===== src/rv_core_pkg.sv =====
/*
 * Shared types for the multi-cycle RV32I core: opcode, ALU, writeback
 * and sequencer state enums, the decoded control bundle and APB structs
 */
package rv_core_pkg;

    localparam int XLEN = 32;

    // RV32I major opcodes kept by this core
    typedef enum logic [6:0] {
        LOAD   = 7'b0000011,
        STORE  = 7'b0100011,
        BRANCH = 7'b1100011,
        JAL    = 7'b1101111,
        JALR   = 7'b1100111,
        IMMED  = 7'b0010011,
        REGREG = 7'b0110011,
        LUI    = 7'b0110111,
        AUIPC  = 7'b0010111
    } opcode_e;

    typedef enum logic [3:0] {
        ALU_ADD,
        ALU_SUB,
        ALU_SLL,
        ALU_SLT,
        ALU_SLTU,
        ALU_XOR,
        ALU_SRL,
        ALU_SRA,
        ALU_OR,
        ALU_AND
    } alu_op_e;

    typedef enum logic [1:0] {
        W_SEL_FROM_ALU,
        W_SEL_FROM_DLOAD,
        W_SEL_FROM_PC,
        W_SEL_FROM_IMM_U
    } w_sel_e;

    typedef enum logic [2:0] {
        FETCH_SETUP,
        FETCH_ACCESS,
        EXECUTE,
        MEM_SETUP,
        MEM_ACCESS,
        WRITEBACK,
        HALTED
    } seq_state_e;

    // Decoded instruction, 51 bits
    typedef struct packed {
        alu_op_e         alu_op;
        logic            alu_a_sel;    // 1 selects PC
        logic            alu_b_sel;    // 1 selects immediate
        logic [XLEN-1:0] imm;
        w_sel_e          w_sel;
        logic            wen;
        logic            dren;
        logic            dwen;
        logic            branch;
        logic [2:0]      branch_type;
        logic            jump;
        logic            j_sel;        // JAL rather than JALR
        logic            halt;
        logic            illegal_insn;
    } ctrl_t;

    typedef struct packed {
        logic [XLEN-1:0] paddr;
        logic            pwrite;
        logic [XLEN-1:0] pwdata;
        logic            psel;
        logic            penable;
    } apb_req_t;

    typedef struct packed {
        logic [XLEN-1:0] prdata;
        logic            pready;
        logic            pslverr;
    } apb_rsp_t;

endpackage


===== src/control_unit.sv =====
/*
 * Instruction decoder: register selects, immediate generation and
 * the control bundle for the sequencer and datapath
 */
module control_unit (
    input  logic [31:0]        instr_i,
    output rv_core_pkg::ctrl_t ctrl_o,
    output logic [4:0]         rs1_o,
    output logic [4:0]         rs2_o,
    output logic [4:0]         rd_o
);
    rv_core_pkg::opcode_e opcode;
    rv_core_pkg::alu_op_e alu_op;
    logic [2:0]  funct3;
    logic [6:0]  funct7;
    logic [31:0] imm_i;
    logic [31:0] imm_s;
    logic [31:0] imm_sb;
    logic [31:0] imm_uj;
    logic [31:0] imm_u;
    logic        is_regreg;
    logic        arith;

    assign opcode = rv_core_pkg::opcode_e'(instr_i[6:0]);
    assign funct3 = instr_i[14:12];
    assign funct7 = instr_i[31:25];
    assign rs1_o  = instr_i[19:15];
    assign rs2_o  = instr_i[24:20];
    assign rd_o   = instr_i[11:7];

    // Sign-extended immediates per format
    assign imm_i  = {{20{instr_i[31]}}, instr_i[31:20]};
    assign imm_s  = {{20{instr_i[31]}}, instr_i[31:25], instr_i[11:7]};
    assign imm_sb = {{19{instr_i[31]}}, instr_i[31], instr_i[7], instr_i[30:25],
                     instr_i[11:8], 1'b0};
    assign imm_uj = {{11{instr_i[31]}}, instr_i[31], instr_i[19:12], instr_i[20],
                     instr_i[30:21], 1'b0};
    assign imm_u  = {instr_i[31:12], 12'b0};

    assign is_regreg = (opcode == rv_core_pkg::REGREG);
    assign arith     = is_regreg || (opcode == rv_core_pkg::IMMED);

    // Shifts first, then add and sub, then logic and compares
    always_comb begin
        if (arith && funct3 == 3'b001) alu_op = rv_core_pkg::ALU_SLL;
        else if (arith && funct3 == 3'b101 && instr_i[30]) alu_op = rv_core_pkg::ALU_SRA;
        else if (arith && funct3 == 3'b101) alu_op = rv_core_pkg::ALU_SRL;
        else if (is_regreg && funct3 == 3'b000 && instr_i[30]) alu_op = rv_core_pkg::ALU_SUB;
        else if (arith && funct3 == 3'b111) alu_op = rv_core_pkg::ALU_AND;
        else if (arith && funct3 == 3'b110) alu_op = rv_core_pkg::ALU_OR;
        else if (arith && funct3 == 3'b100) alu_op = rv_core_pkg::ALU_XOR;
        else if (arith && funct3 == 3'b010) alu_op = rv_core_pkg::ALU_SLT;
        else if (arith && funct3 == 3'b011) alu_op = rv_core_pkg::ALU_SLTU;
        else alu_op = rv_core_pkg::ALU_ADD;    // addi, add, address and AUIPC sums
    end

    always_comb begin
        ctrl_o             = '0;
        ctrl_o.alu_op      = alu_op;
        ctrl_o.branch_type = funct3;
        ctrl_o.w_sel       = rv_core_pkg::W_SEL_FROM_ALU;
        ctrl_o.halt        = (instr_i == 32'h0000006f);
        case (opcode)
            rv_core_pkg::REGREG: begin
                ctrl_o.wen          = 1'b1;
                ctrl_o.illegal_insn = (funct7 != 7'h00) && (funct7 != 7'h20);
            end
            rv_core_pkg::IMMED: begin
                ctrl_o.alu_b_sel = 1'b1;
                ctrl_o.imm       = imm_i;
                ctrl_o.wen       = 1'b1;
            end
            rv_core_pkg::LOAD: begin
                ctrl_o.alu_b_sel = 1'b1;
                ctrl_o.imm       = imm_i;
                ctrl_o.wen       = 1'b1;
                ctrl_o.dren      = 1'b1;
                ctrl_o.w_sel     = rv_core_pkg::W_SEL_FROM_DLOAD;
            end
            rv_core_pkg::STORE: begin
                ctrl_o.alu_b_sel = 1'b1;
                ctrl_o.imm       = imm_s;
                ctrl_o.dwen      = 1'b1;
            end
            rv_core_pkg::BRANCH: begin
                ctrl_o.imm    = imm_sb;
                ctrl_o.branch = 1'b1;
            end
            rv_core_pkg::JAL: begin
                ctrl_o.imm   = imm_uj;
                ctrl_o.jump  = 1'b1;
                ctrl_o.j_sel = 1'b1;
                ctrl_o.wen   = 1'b1;
                ctrl_o.w_sel = rv_core_pkg::W_SEL_FROM_PC;
            end
            rv_core_pkg::JALR: begin
                // Target is rs1 + imm through the ALU
                ctrl_o.alu_b_sel = 1'b1;
                ctrl_o.imm       = imm_i;
                ctrl_o.jump      = 1'b1;
                ctrl_o.wen       = 1'b1;
                ctrl_o.w_sel     = rv_core_pkg::W_SEL_FROM_PC;
            end
            rv_core_pkg::LUI: begin
                ctrl_o.imm   = imm_u;
                ctrl_o.wen   = 1'b1;
                ctrl_o.w_sel = rv_core_pkg::W_SEL_FROM_IMM_U;
            end
            rv_core_pkg::AUIPC: begin
                ctrl_o.alu_a_sel = 1'b1;
                ctrl_o.alu_b_sel = 1'b1;
                ctrl_o.imm       = imm_u;
                ctrl_o.wen       = 1'b1;
            end
            default: ctrl_o.illegal_insn = 1'b1;
        endcase
    end

endmodule


===== src/rv_alu.sv =====
/*
 * RV32I ALU with the six-way branch comparator
 */
module rv_alu (
    input  rv_core_pkg::alu_op_e         op_i,
    input  logic [rv_core_pkg::XLEN-1:0] a_i,
    input  logic [rv_core_pkg::XLEN-1:0] b_i,
    input  logic [2:0]                   branch_type_i,
    output logic [rv_core_pkg::XLEN-1:0] result_o,
    output logic                         take_o
);
    logic [4:0] shamt;

    assign shamt = b_i[4:0];

    always_comb begin
        case (op_i)
            rv_core_pkg::ALU_SUB:  result_o = a_i - b_i;
            rv_core_pkg::ALU_SLL:  result_o = a_i << shamt;
            rv_core_pkg::ALU_SLT:  result_o = {31'b0, $signed(a_i) < $signed(b_i)};
            rv_core_pkg::ALU_SLTU: result_o = {31'b0, a_i < b_i};
            rv_core_pkg::ALU_XOR:  result_o = a_i ^ b_i;
            rv_core_pkg::ALU_SRL:  result_o = a_i >> shamt;
            rv_core_pkg::ALU_SRA:  result_o = $signed(a_i) >>> shamt;
            rv_core_pkg::ALU_OR:   result_o = a_i | b_i;
            rv_core_pkg::ALU_AND:  result_o = a_i & b_i;
            default:               result_o = a_i + b_i;
        endcase
    end

    // funct3 of the branch picks the compare
    always_comb begin
        case (branch_type_i)
            3'b000:  take_o = (a_i == b_i);
            3'b001:  take_o = (a_i != b_i);
            3'b100:  take_o = $signed(a_i) < $signed(b_i);
            3'b101:  take_o = $signed(a_i) >= $signed(b_i);
            3'b110:  take_o = a_i < b_i;
            3'b111:  take_o = a_i >= b_i;
            default: take_o = 1'b0;
        endcase
    end

endmodule


===== src/rv_reg_file.sv =====
/*
 * 32 x 32 register file, two combinational reads, one clocked write
 */
module rv_reg_file (
    input  logic                         clk_i,
    input  logic                         reset_i,
    input  logic [4:0]                   rs1_i,
    input  logic [4:0]                   rs2_i,
    input  logic [4:0]                   rd_i,
    input  logic                         wen_i,
    input  logic [rv_core_pkg::XLEN-1:0] wdata_i,
    output logic [rv_core_pkg::XLEN-1:0] rdata1_o,
    output logic [rv_core_pkg::XLEN-1:0] rdata2_o
);
    logic [rv_core_pkg::XLEN-1:0] regs [32];

    // Entry 0 is cleared by reset and never written
    always_ff @(posedge clk_i) begin
        if (reset_i) begin
            for (int i = 0; i < 32; i++) begin
                regs[i] <= '0;
            end
        end else if (wen_i && rd_i != 5'd0) begin
            regs[rd_i] <= wdata_i;
        end
    end

    assign rdata1_o = regs[rs1_i];
    assign rdata2_o = regs[rs2_i];

    a_x0_holds: assert property (@(posedge clk_i) disable iff (reset_i)
        (wen_i && rd_i == 5'd0) |=> (rs1_i != 5'd0 || rdata1_o == '0));

endmodule


===== src/core_sequencer.sv =====
/*
 * Instruction sequencer FSM with PC, instruction and load data registers,
 * the APB master and the writeback mux
 */
module core_sequencer #(
    parameter logic [31:0] RESET_PC = 32'h0
) (
    input  logic                         clk_i,
    input  logic                         reset_i,
    input  rv_core_pkg::apb_rsp_t        apb_rsp_i,
    input  rv_core_pkg::ctrl_t           ctrl_i,
    input  logic [rv_core_pkg::XLEN-1:0] rdata1_i,
    input  logic [rv_core_pkg::XLEN-1:0] rdata2_i,
    input  logic [rv_core_pkg::XLEN-1:0] alu_result_i,
    input  logic                         take_i,
    output rv_core_pkg::apb_req_t        apb_req_o,
    output logic [31:0]                  instr_o,
    output logic [rv_core_pkg::XLEN-1:0] alu_a_o,
    output logic [rv_core_pkg::XLEN-1:0] alu_b_o,
    output logic                         rf_wen_o,
    output logic [rv_core_pkg::XLEN-1:0] rf_wdata_o,
    output logic                         retire_o,
    output logic                         halted_o,
    output logic                         illegal_o
);
    rv_core_pkg::seq_state_e      state;
    rv_core_pkg::seq_state_e      state_next;
    rv_core_pkg::apb_req_t        req_next;
    logic [rv_core_pkg::XLEN-1:0] pc;
    logic [rv_core_pkg::XLEN-1:0] pc_next;
    logic [rv_core_pkg::XLEN-1:0] pc_plus4;
    logic [31:0]                  ir;
    logic [rv_core_pkg::XLEN-1:0] ldata;
    logic                         done;
    logic                         fault;
    logic                         mem_phase;
    logic                         illegal_q;

    // Transfer completes on this edge
    assign done     = apb_req_o.psel && apb_req_o.penable && apb_rsp_i.pready;
    assign fault    = done && apb_rsp_i.pslverr;
    assign pc_plus4 = pc + 32'd4;

    // PC moves only at writeback
    always_comb begin
        pc_next = pc;
        if (state == rv_core_pkg::WRITEBACK) begin
            if (ctrl_i.jump && ctrl_i.j_sel) pc_next = pc + ctrl_i.imm;
            else if (ctrl_i.jump) pc_next = {alu_result_i[31:1], 1'b0};
            else if (ctrl_i.branch && take_i) pc_next = pc + ctrl_i.imm;
            else pc_next = pc_plus4;
        end
    end

    always_comb begin
        state_next = state;
        case (state)
            // Stays one cycle after reset until psel is up
            rv_core_pkg::FETCH_SETUP: begin
                if (apb_req_o.psel) state_next = rv_core_pkg::FETCH_ACCESS;
            end
            rv_core_pkg::FETCH_ACCESS: begin
                if (fault) state_next = rv_core_pkg::HALTED;
                else if (done) state_next = rv_core_pkg::EXECUTE;
            end
            rv_core_pkg::EXECUTE: begin
                if (ctrl_i.illegal_insn || ctrl_i.halt) state_next = rv_core_pkg::HALTED;
                else if (ctrl_i.dren || ctrl_i.dwen) state_next = rv_core_pkg::MEM_SETUP;
                else state_next = rv_core_pkg::WRITEBACK;
            end
            rv_core_pkg::MEM_SETUP: state_next = rv_core_pkg::MEM_ACCESS;
            rv_core_pkg::MEM_ACCESS: begin
                if (fault) state_next = rv_core_pkg::HALTED;
                else if (done) state_next = rv_core_pkg::WRITEBACK;
            end
            rv_core_pkg::WRITEBACK: state_next = rv_core_pkg::FETCH_SETUP;
            default: state_next = rv_core_pkg::HALTED;
        endcase
    end

    // Bus request follows the state being entered
    always_comb begin
        mem_phase = (state_next == rv_core_pkg::MEM_SETUP) ||
                    (state_next == rv_core_pkg::MEM_ACCESS);
        req_next.psel    = mem_phase || (state_next == rv_core_pkg::FETCH_SETUP) ||
                           (state_next == rv_core_pkg::FETCH_ACCESS);
        req_next.penable = (state_next == rv_core_pkg::FETCH_ACCESS) ||
                           (state_next == rv_core_pkg::MEM_ACCESS);
        req_next.paddr   = mem_phase ? alu_result_i : pc_next;
        req_next.pwrite  = mem_phase && ctrl_i.dwen;
        req_next.pwdata  = req_next.pwrite ? rdata2_i : '0;
    end

    always_ff @(posedge clk_i) begin
        if (reset_i) begin
            state     <= rv_core_pkg::FETCH_SETUP;
            apb_req_o <= '0;
            pc        <= RESET_PC;
            illegal_q <= 1'b0;
        end else begin
            state     <= state_next;
            apb_req_o <= req_next;
            pc        <= pc_next;
            if (fault || (state == rv_core_pkg::EXECUTE && ctrl_i.illegal_insn)) begin
                illegal_q <= 1'b1;
            end
        end
    end

    always_ff @(posedge clk_i) begin
        if (state == rv_core_pkg::FETCH_ACCESS && done) begin
            ir <= apb_rsp_i.prdata;
        end
        if (state == rv_core_pkg::MEM_ACCESS && done && !apb_req_o.pwrite) begin
            ldata <= apb_rsp_i.prdata;
        end
    end

    always_comb begin
        case (ctrl_i.w_sel)
            rv_core_pkg::W_SEL_FROM_DLOAD: rf_wdata_o = ldata;
            rv_core_pkg::W_SEL_FROM_PC:    rf_wdata_o = pc_plus4;
            rv_core_pkg::W_SEL_FROM_IMM_U: rf_wdata_o = ctrl_i.imm;
            default:                       rf_wdata_o = alu_result_i;
        endcase
    end

    assign instr_o   = ir;
    assign alu_a_o   = ctrl_i.alu_a_sel ? pc : rdata1_i;
    assign alu_b_o   = ctrl_i.alu_b_sel ? ctrl_i.imm : rdata2_i;
    assign rf_wen_o  = (state == rv_core_pkg::WRITEBACK) && ctrl_i.wen;
    assign retire_o  = (state == rv_core_pkg::WRITEBACK);
    assign halted_o  = (state == rv_core_pkg::HALTED);
    assign illegal_o = illegal_q;

    a_penable_psel: assert property (@(posedge clk_i) disable iff (reset_i)
        apb_req_o.penable |-> apb_req_o.psel);

    a_req_stable: assert property (@(posedge clk_i) disable iff (reset_i)
        (apb_req_o.penable && !apb_rsp_i.pready) |=> $stable(apb_req_o));

    // Halted is final and retires nothing
    a_halt_final: assert property (@(posedge clk_i) disable iff (reset_i)
        halted_o |=> (halted_o && !retire_o));

endmodule


===== src/retire_counter.sv =====
/*
 * Retired instruction counter
 */
module retire_counter (
    input  logic        clk_i,
    input  logic        reset_i,
    input  logic        retire_i,
    output logic [31:0] instret_o
);
    always_ff @(posedge clk_i) begin
        if (reset_i) begin
            instret_o <= '0;
        end else if (retire_i) begin
            instret_o <= instret_o + 32'd1;
        end
    end

endmodule


===== src/rv_core_top.sv =====
/*
 * Core top level: sequencer, decoder, register file, ALU and retire counter
 */
module rv_core_top #(
    parameter logic [31:0] RESET_PC = 32'h0
) (
    input  logic                  clk_i,
    input  logic                  reset_i,
    output rv_core_pkg::apb_req_t apb_req_o,
    input  rv_core_pkg::apb_rsp_t apb_rsp_i,
    output logic                  halted_o,
    output logic                  illegal_o,
    output logic [31:0]           instret_o
);
    rv_core_pkg::ctrl_t           ctrl;
    logic [31:0]                  instr;
    logic [4:0]                   rs1;
    logic [4:0]                   rs2;
    logic [4:0]                   rd;
    logic [rv_core_pkg::XLEN-1:0] rdata1;
    logic [rv_core_pkg::XLEN-1:0] rdata2;
    logic [rv_core_pkg::XLEN-1:0] alu_a;
    logic [rv_core_pkg::XLEN-1:0] alu_b;
    logic [rv_core_pkg::XLEN-1:0] alu_result;
    logic [rv_core_pkg::XLEN-1:0] rf_wdata;
    logic                         take;
    logic                         rf_wen;
    logic                         retire;

    core_sequencer #(
        .RESET_PC (RESET_PC)
    ) u_seq (
        .clk_i        (clk_i),
        .reset_i      (reset_i),
        .apb_rsp_i    (apb_rsp_i),
        .ctrl_i       (ctrl),
        .rdata1_i     (rdata1),
        .rdata2_i     (rdata2),
        .alu_result_i (alu_result),
        .take_i       (take),
        .apb_req_o    (apb_req_o),
        .instr_o      (instr),
        .alu_a_o      (alu_a),
        .alu_b_o      (alu_b),
        .rf_wen_o     (rf_wen),
        .rf_wdata_o   (rf_wdata),
        .retire_o     (retire),
        .halted_o     (halted_o),
        .illegal_o    (illegal_o)
    );

    control_unit u_cu (
        .instr_i (instr),
        .ctrl_o  (ctrl),
        .rs1_o   (rs1),
        .rs2_o   (rs2),
        .rd_o    (rd)
    );

    rv_reg_file u_rf (
        .clk_i    (clk_i),
        .reset_i  (reset_i),
        .rs1_i    (rs1),
        .rs2_i    (rs2),
        .rd_i     (rd),
        .wen_i    (rf_wen),
        .wdata_i  (rf_wdata),
        .rdata1_o (rdata1),
        .rdata2_o (rdata2)
    );

    rv_alu u_alu (
        .op_i          (ctrl.alu_op),
        .a_i           (alu_a),
        .b_i           (alu_b),
        .branch_type_i (ctrl.branch_type),
        .result_o      (alu_result),
        .take_o        (take)
    );

    retire_counter u_ret (
        .clk_i     (clk_i),
        .reset_i   (reset_i),
        .retire_i  (retire),
        .instret_o (instret_o)
    );

endmodule


===== config.mk =====
export PLATFORM = sky130hd
export DESIGN_NAME = rv_core_top
export DESIGN_NICKNAME = d
export VERILOG_FILES = /design/src/rv_core_pkg.sv /design/src/control_unit.sv /design/src/rv_alu.sv /design/src/rv_reg_file.sv /design/src/core_sequencer.sv /design/src/retire_counter.sv /design/src/rv_core_top.sv
export SDC_FILE = /design/constraint.sdc
export NUM_CORES = 2
export LEC_CHECK = 0
export BUFFER_PORTS_ARGS = -buffer_cell sky130_fd_sc_hd__buf_2
export CAP_MARGIN = 20
export CORE_MARGIN = 2
export CORE_UTILIZATION = 45
export CTS_BUF_LIST = sky130_fd_sc_hd__clkbuf_16
export CTS_CLUSTER_SIZE = 12
export DETAILED_ROUTE_END_ITERATION = 7
export PLACE_DENSITY_LB_ADDON = 0.25
export SLEW_MARGIN = 20
export SYNTH_ARGS = -nofsm -noshare
export SYNTH_HDL_FRONTEND = slang
export SYNTH_SLANG_ARGS = --single-unit

===== constraint.sdc =====
create_clock -name clk_i -period 6.7 [get_ports clk_i]
set_input_delay 0.67 -clock clk_i [delete_from_list [all_inputs] [get_ports clk_i]]
set_output_delay 0.67 -clock clk_i [all_outputs]
set_load 0.05 [all_outputs]

==> metrics.log <==
[metrics] shortest period the worst path allows: between 6000 and 7000 ps
[metrics] cell with the most instances on the worst path: buf_4
[metrics] Switch Pwr: 6.10 mW
[metrics] Pwr Total: roughly 20 mW
[metrics] fraction of synthesized cell area taken by the top area cell type: 0.447
[metrics] kind of path behind the tightest hold check: input port to register
[metrics] largest net degree at the start of global routing: 110
[metrics] number of maximum-capacitance constraint violations: 0
[metrics] Mapped Avg Cell Area: 11.1 um^2
[metrics] routability cong.: ~1.1
[metrics] total internal power: roughly 14 mW
[metrics] number of buffers inserted by hold repair at cts: 0
[metrics] share of synthesized area occupied by flip-flops and latches: 0.487
[metrics] Yosys warning total: 0
[metrics] count of port buffers added during placement: roughly 140
[metrics] tightest hold margin: around 60 ps
[metrics] core utilization of the finished layout: 0.535
[metrics] highest achievable clock rate: between 100 and 150 MHz
[metrics] data arrival time of the worst path: ~7200 ps
[metrics] max-slew violation count: 0
[metrics] number of distinct library cell variants in the gate-level netlist after synthesis: 99
[metrics] Core Region: 0.161 mm^2
[metrics] buffer levels on the longest clock path: 3
[metrics] run status: finished with violations
[metrics] Syn Std Cell Area: between 0.07 and 0.08 mm^2
[metrics] cell count after synthesis: about 6600
[metrics] number of vias after detailed routing: 63100
[metrics] cell count after placement: around 9000
[metrics] via count of the first global-routing pass: roughly 60000
[metrics] leftover overflow at the end of global routing: 0
[metrics] violated checks: design-rule violations, negative setup slack
[metrics] Power per Cell Area: around 240 mW/mm^2
[metrics] worst stage delay on the critical path: 610 ps
[metrics] worst slew pin tran: 1260 ps
[metrics] Fin Clk Skew: ~55 ps
[metrics] GRT Resource Usage Total: 0.395
[metrics] fraction of final layout cells sized beyond drive strength 1: 0.228
[metrics] net switching fraction of the power: 0.300
[metrics] initial core utilization: 0.454
[metrics] Rel. slew slack: 0.163
[metrics] detailed router's first-iteration violation count: about 10000
[metrics] number of levels in the clock H-tree: 4
[metrics] share of the cycle needed by the critical path after routing: 1.00
[metrics] total CTS buffers: 140
[metrics] unrepaired setup endpoints after global routing: yes
[metrics] Vert. Die Dim: 407 um
[metrics] cell row count: 147
[metrics] Die X-Extent: 407 um
[metrics] CP Capture Type: register
[metrics] nets: ~7200
[metrics] count of flip-flops with a built-in enable after synthesis: between 1000 and 1500
[metrics] final cell area excluding filler cells: roughly 0.086 mm^2
[metrics] vias per std cell: around 6.8
[metrics] Peak supply drop: ~0.27 mV
[metrics] Top Ports: around 140
[metrics] setup violation total in the final timing report: 16
[metrics] ranking of synthesized cells by instance count: 1247 x nor2_1, 1088 x edfxtp_1, 720 x mux2i_1
[metrics] Synth async-reset ratio: 0
[metrics] share of total power in combinational logic: 0.196
[metrics] critical path's slowest cell: a31oi_1
[metrics] number of synthesized register bits: roughly 1200
[metrics] library cell occupying the most area in the post-synthesis netlist: edfxtp_1
[metrics] most area-consuming cells after synthesis: edfxtp_1 45%, mux2i_1 9.9%, mux4_2 8.7%
[metrics] layout filler cell count: 13900
[metrics] insertion delay of the later-clocked pin in the worst-skew pair: about 820 ps
[metrics] standard cell area after detailed placement: between 0.08 and 0.09 mm^2
[metrics] highest fanout seen on the critical path: 39
[metrics] antenna violations before repair: 13
[metrics] Final Worst Setup Slack: -23.9 ps
[metrics] post-detail-place hpwl: approximately 230000 um
[metrics] overall routed net length: roughly 330000 um
[metrics] leakage power total: about 34 nW
[metrics] Clk Tree Root Cell: clkbuf_16
[metrics] TritonCTS clock tree: yes
[metrics] Post-DRT Antenna Nets: 0
[metrics] most used flip-flop cell after synthesis: edfxtp_1
[metrics] sinks on the clock net: 1233
[metrics] wire length per cell: around 36 um
[metrics] number of endpoints with negative hold slack in the final report: 0
[metrics] startpoint type of the worst setup path: register
[metrics] top-count cell post-synth: nor2_1
[metrics] wire length of the first global-routing pass: roughly 460000 um
[metrics] critical path data required time: between 7000 and 8000 ps
[metrics] drt first pass iters: 8
[metrics] WS Path Type: register to register
[metrics] chain of cells forming the critical path: nor2b_4 > buf_12 > buf_12 > a22oi_1 > and3_1 > a31oi_1 > a41oi_1 > ha_1 > buf_4 > nand2_1 > o21ai_0 > a221oi_1 > o221ai_1 > buf_4 > xor2_1 > nor4b_1 > buf_4 > a311oi_1 > buf_4 > nand2_1 > nor2_2 > buf_12 > nor3_1
[metrics] area overhead of the layout relative to synthesis: 17.8%
[metrics] Clock Power Share: 0.375
[metrics] Die Footprint: between 0.15 and 0.2 mm^2
[metrics] post-route non-filler standard cell count: about 9300
[metrics] fraction of power consumed by sequential logic: 0.429
[metrics] number of remaining DRC errors: 1
[metrics] clock transition at the registers of the reported paths: ~60 ps
[registers in the layout, indices dropped and copies added (netlist names), named ones only]
register	cells
u_ret.instret_o	32
u_rf.regs	1024
u_seq.apb_req_o	67
u_seq.illegal_o	1
u_seq.instr_o	32
u_seq.ldata	32
u_seq.pc	32
u_seq.state	3
[path summary, 6_finish.rpt]
kind / from / to / slack (ps) / cells after the start
min reg2reg: u_ret.instret_o[1] / u_ret.instret_o[1] / 500 / 2
max reg2reg: register / u_rf.regs[29][0] / -20 / 23
max: register / u_rf.regs[29][0] / -20 / 23
min: apb_rsp_i[31] / u_seq.instr_o[29] / 60 / 1
[routing by layer]
layer  vias up  GRT usage  routed length, um  share of wire
met3       980      0.112              44800           0.13
met2      5052      0.565             139000           0.42
met5         -          0                 85        0.00026
met1     31500      0.539             127000           0.38
met4        12      0.222              21700          0.065
li1      25600          -                  -              -
[logic make-up (layout without fill, tap and decap cells)]
logic type | count (synthesis) | count (layout) | share of synthesized area
buf+inv | 729 | 1279 | 0.0444
mux | 1072 | 1072 | 0.197
simple gates | 2054 | 2054 | 0.121
other cells | 1 | 37 | 0.0000513
xor+xnor | 110 | 110 | 0.0132
compound gates | 1232 | 1232 | 0.115
flops | 1233 | 1233 | 0.487
fa+ha+maj | 134 | 134 | 0.0232
[placed cells by master, fill, tap and decap left out, types with 28 or more instances in the layout]
cell type  netlist  final
nand3_1        129    126
nand2b_2         0     31
nand2_1        282    248
a221oi_1        48     45
buf_12           0     84
o21ai_0        180    161
conb_1           1     32
nor3_1         118    113
clkinv_1         2     33
xor2_1          48     48
a211oi_1        46     44
ha_1           131    127
mux4_2         284    284
a22oi_1        282    278
clkbuf_16        0    147
a31oi_1         53     51
nor2_1        1247   1241
o22ai_1         50     50
xnor2_1         62     62
dfxtp_1        145    139
inv_1          139    177
buf_2          134    135
mux2_2          68     68
buf_4           45    640
mux2i_1        720    710
nand2_2          1     34
a21oi_1        240    236
edfxtp_1      1088   1088
and3_1          52     52
nand2b_1        59     28
a21o_1          39     39
[per-stage QoR]
step | setup TNS (ps) | worst slack (ps)
finish | -200 | -23.9
global route | -2030 | -82.1
floorplan | 0 | 2.62
CTS | 0 | 1.80
global placement | -128340 | -630
detailed placement | -111150 | -613
[power groups by stage]
| stage | clock network [mW] | logic (mW) | registers (mW) |
|---|---|---|---|
| CTS | 7.65 | 3.84 | 8.72 |
| global placement | 0 | 3.75 | 8.87 |
| floorplan | 0 | 1.93 | 8.85 |
| detailed placement | 0 | 3.75 | 8.88 |
| finish | 7.63 | 4.00 | 8.73 |
| global route | 7.94 | 4.10 | 8.75 |
[critical path: cells and delay by family, from the launching register on]
kind            cells  cell delay (ps)
buf+inv             7             1450
xor+xnor            1              180
compound gates      7             2690
simple gates        7              980
fa+ha+maj           1              480
flops               1              510
[what timing repair did]
| item | CTS | global route |
|---|---|---|
| cloned | 3 | 2 |
| pin swaps | 2 | 10 |
| endpoints found under the setup margin | 417 | 426 |
| resized for setup | 26 | 77 |
| buffers inserted | 8 | 10 |
[cell type report]
cell class,instances,area (um^2),area share
Antenna cell,5,12.5,0.000145
Clock buffer,145,3630,0.0421
Clock inverter,107,867,0.0101
Inverter,144,553,0.00642
Multi-Input combinational cell,4634,35200,0.409
Sequential cell,1233,35600,0.413
Tap cell,2160,2700,0.0314
Timing Repair Buffer,883,7600,0.0882
(Power assumes the default switching activity.)
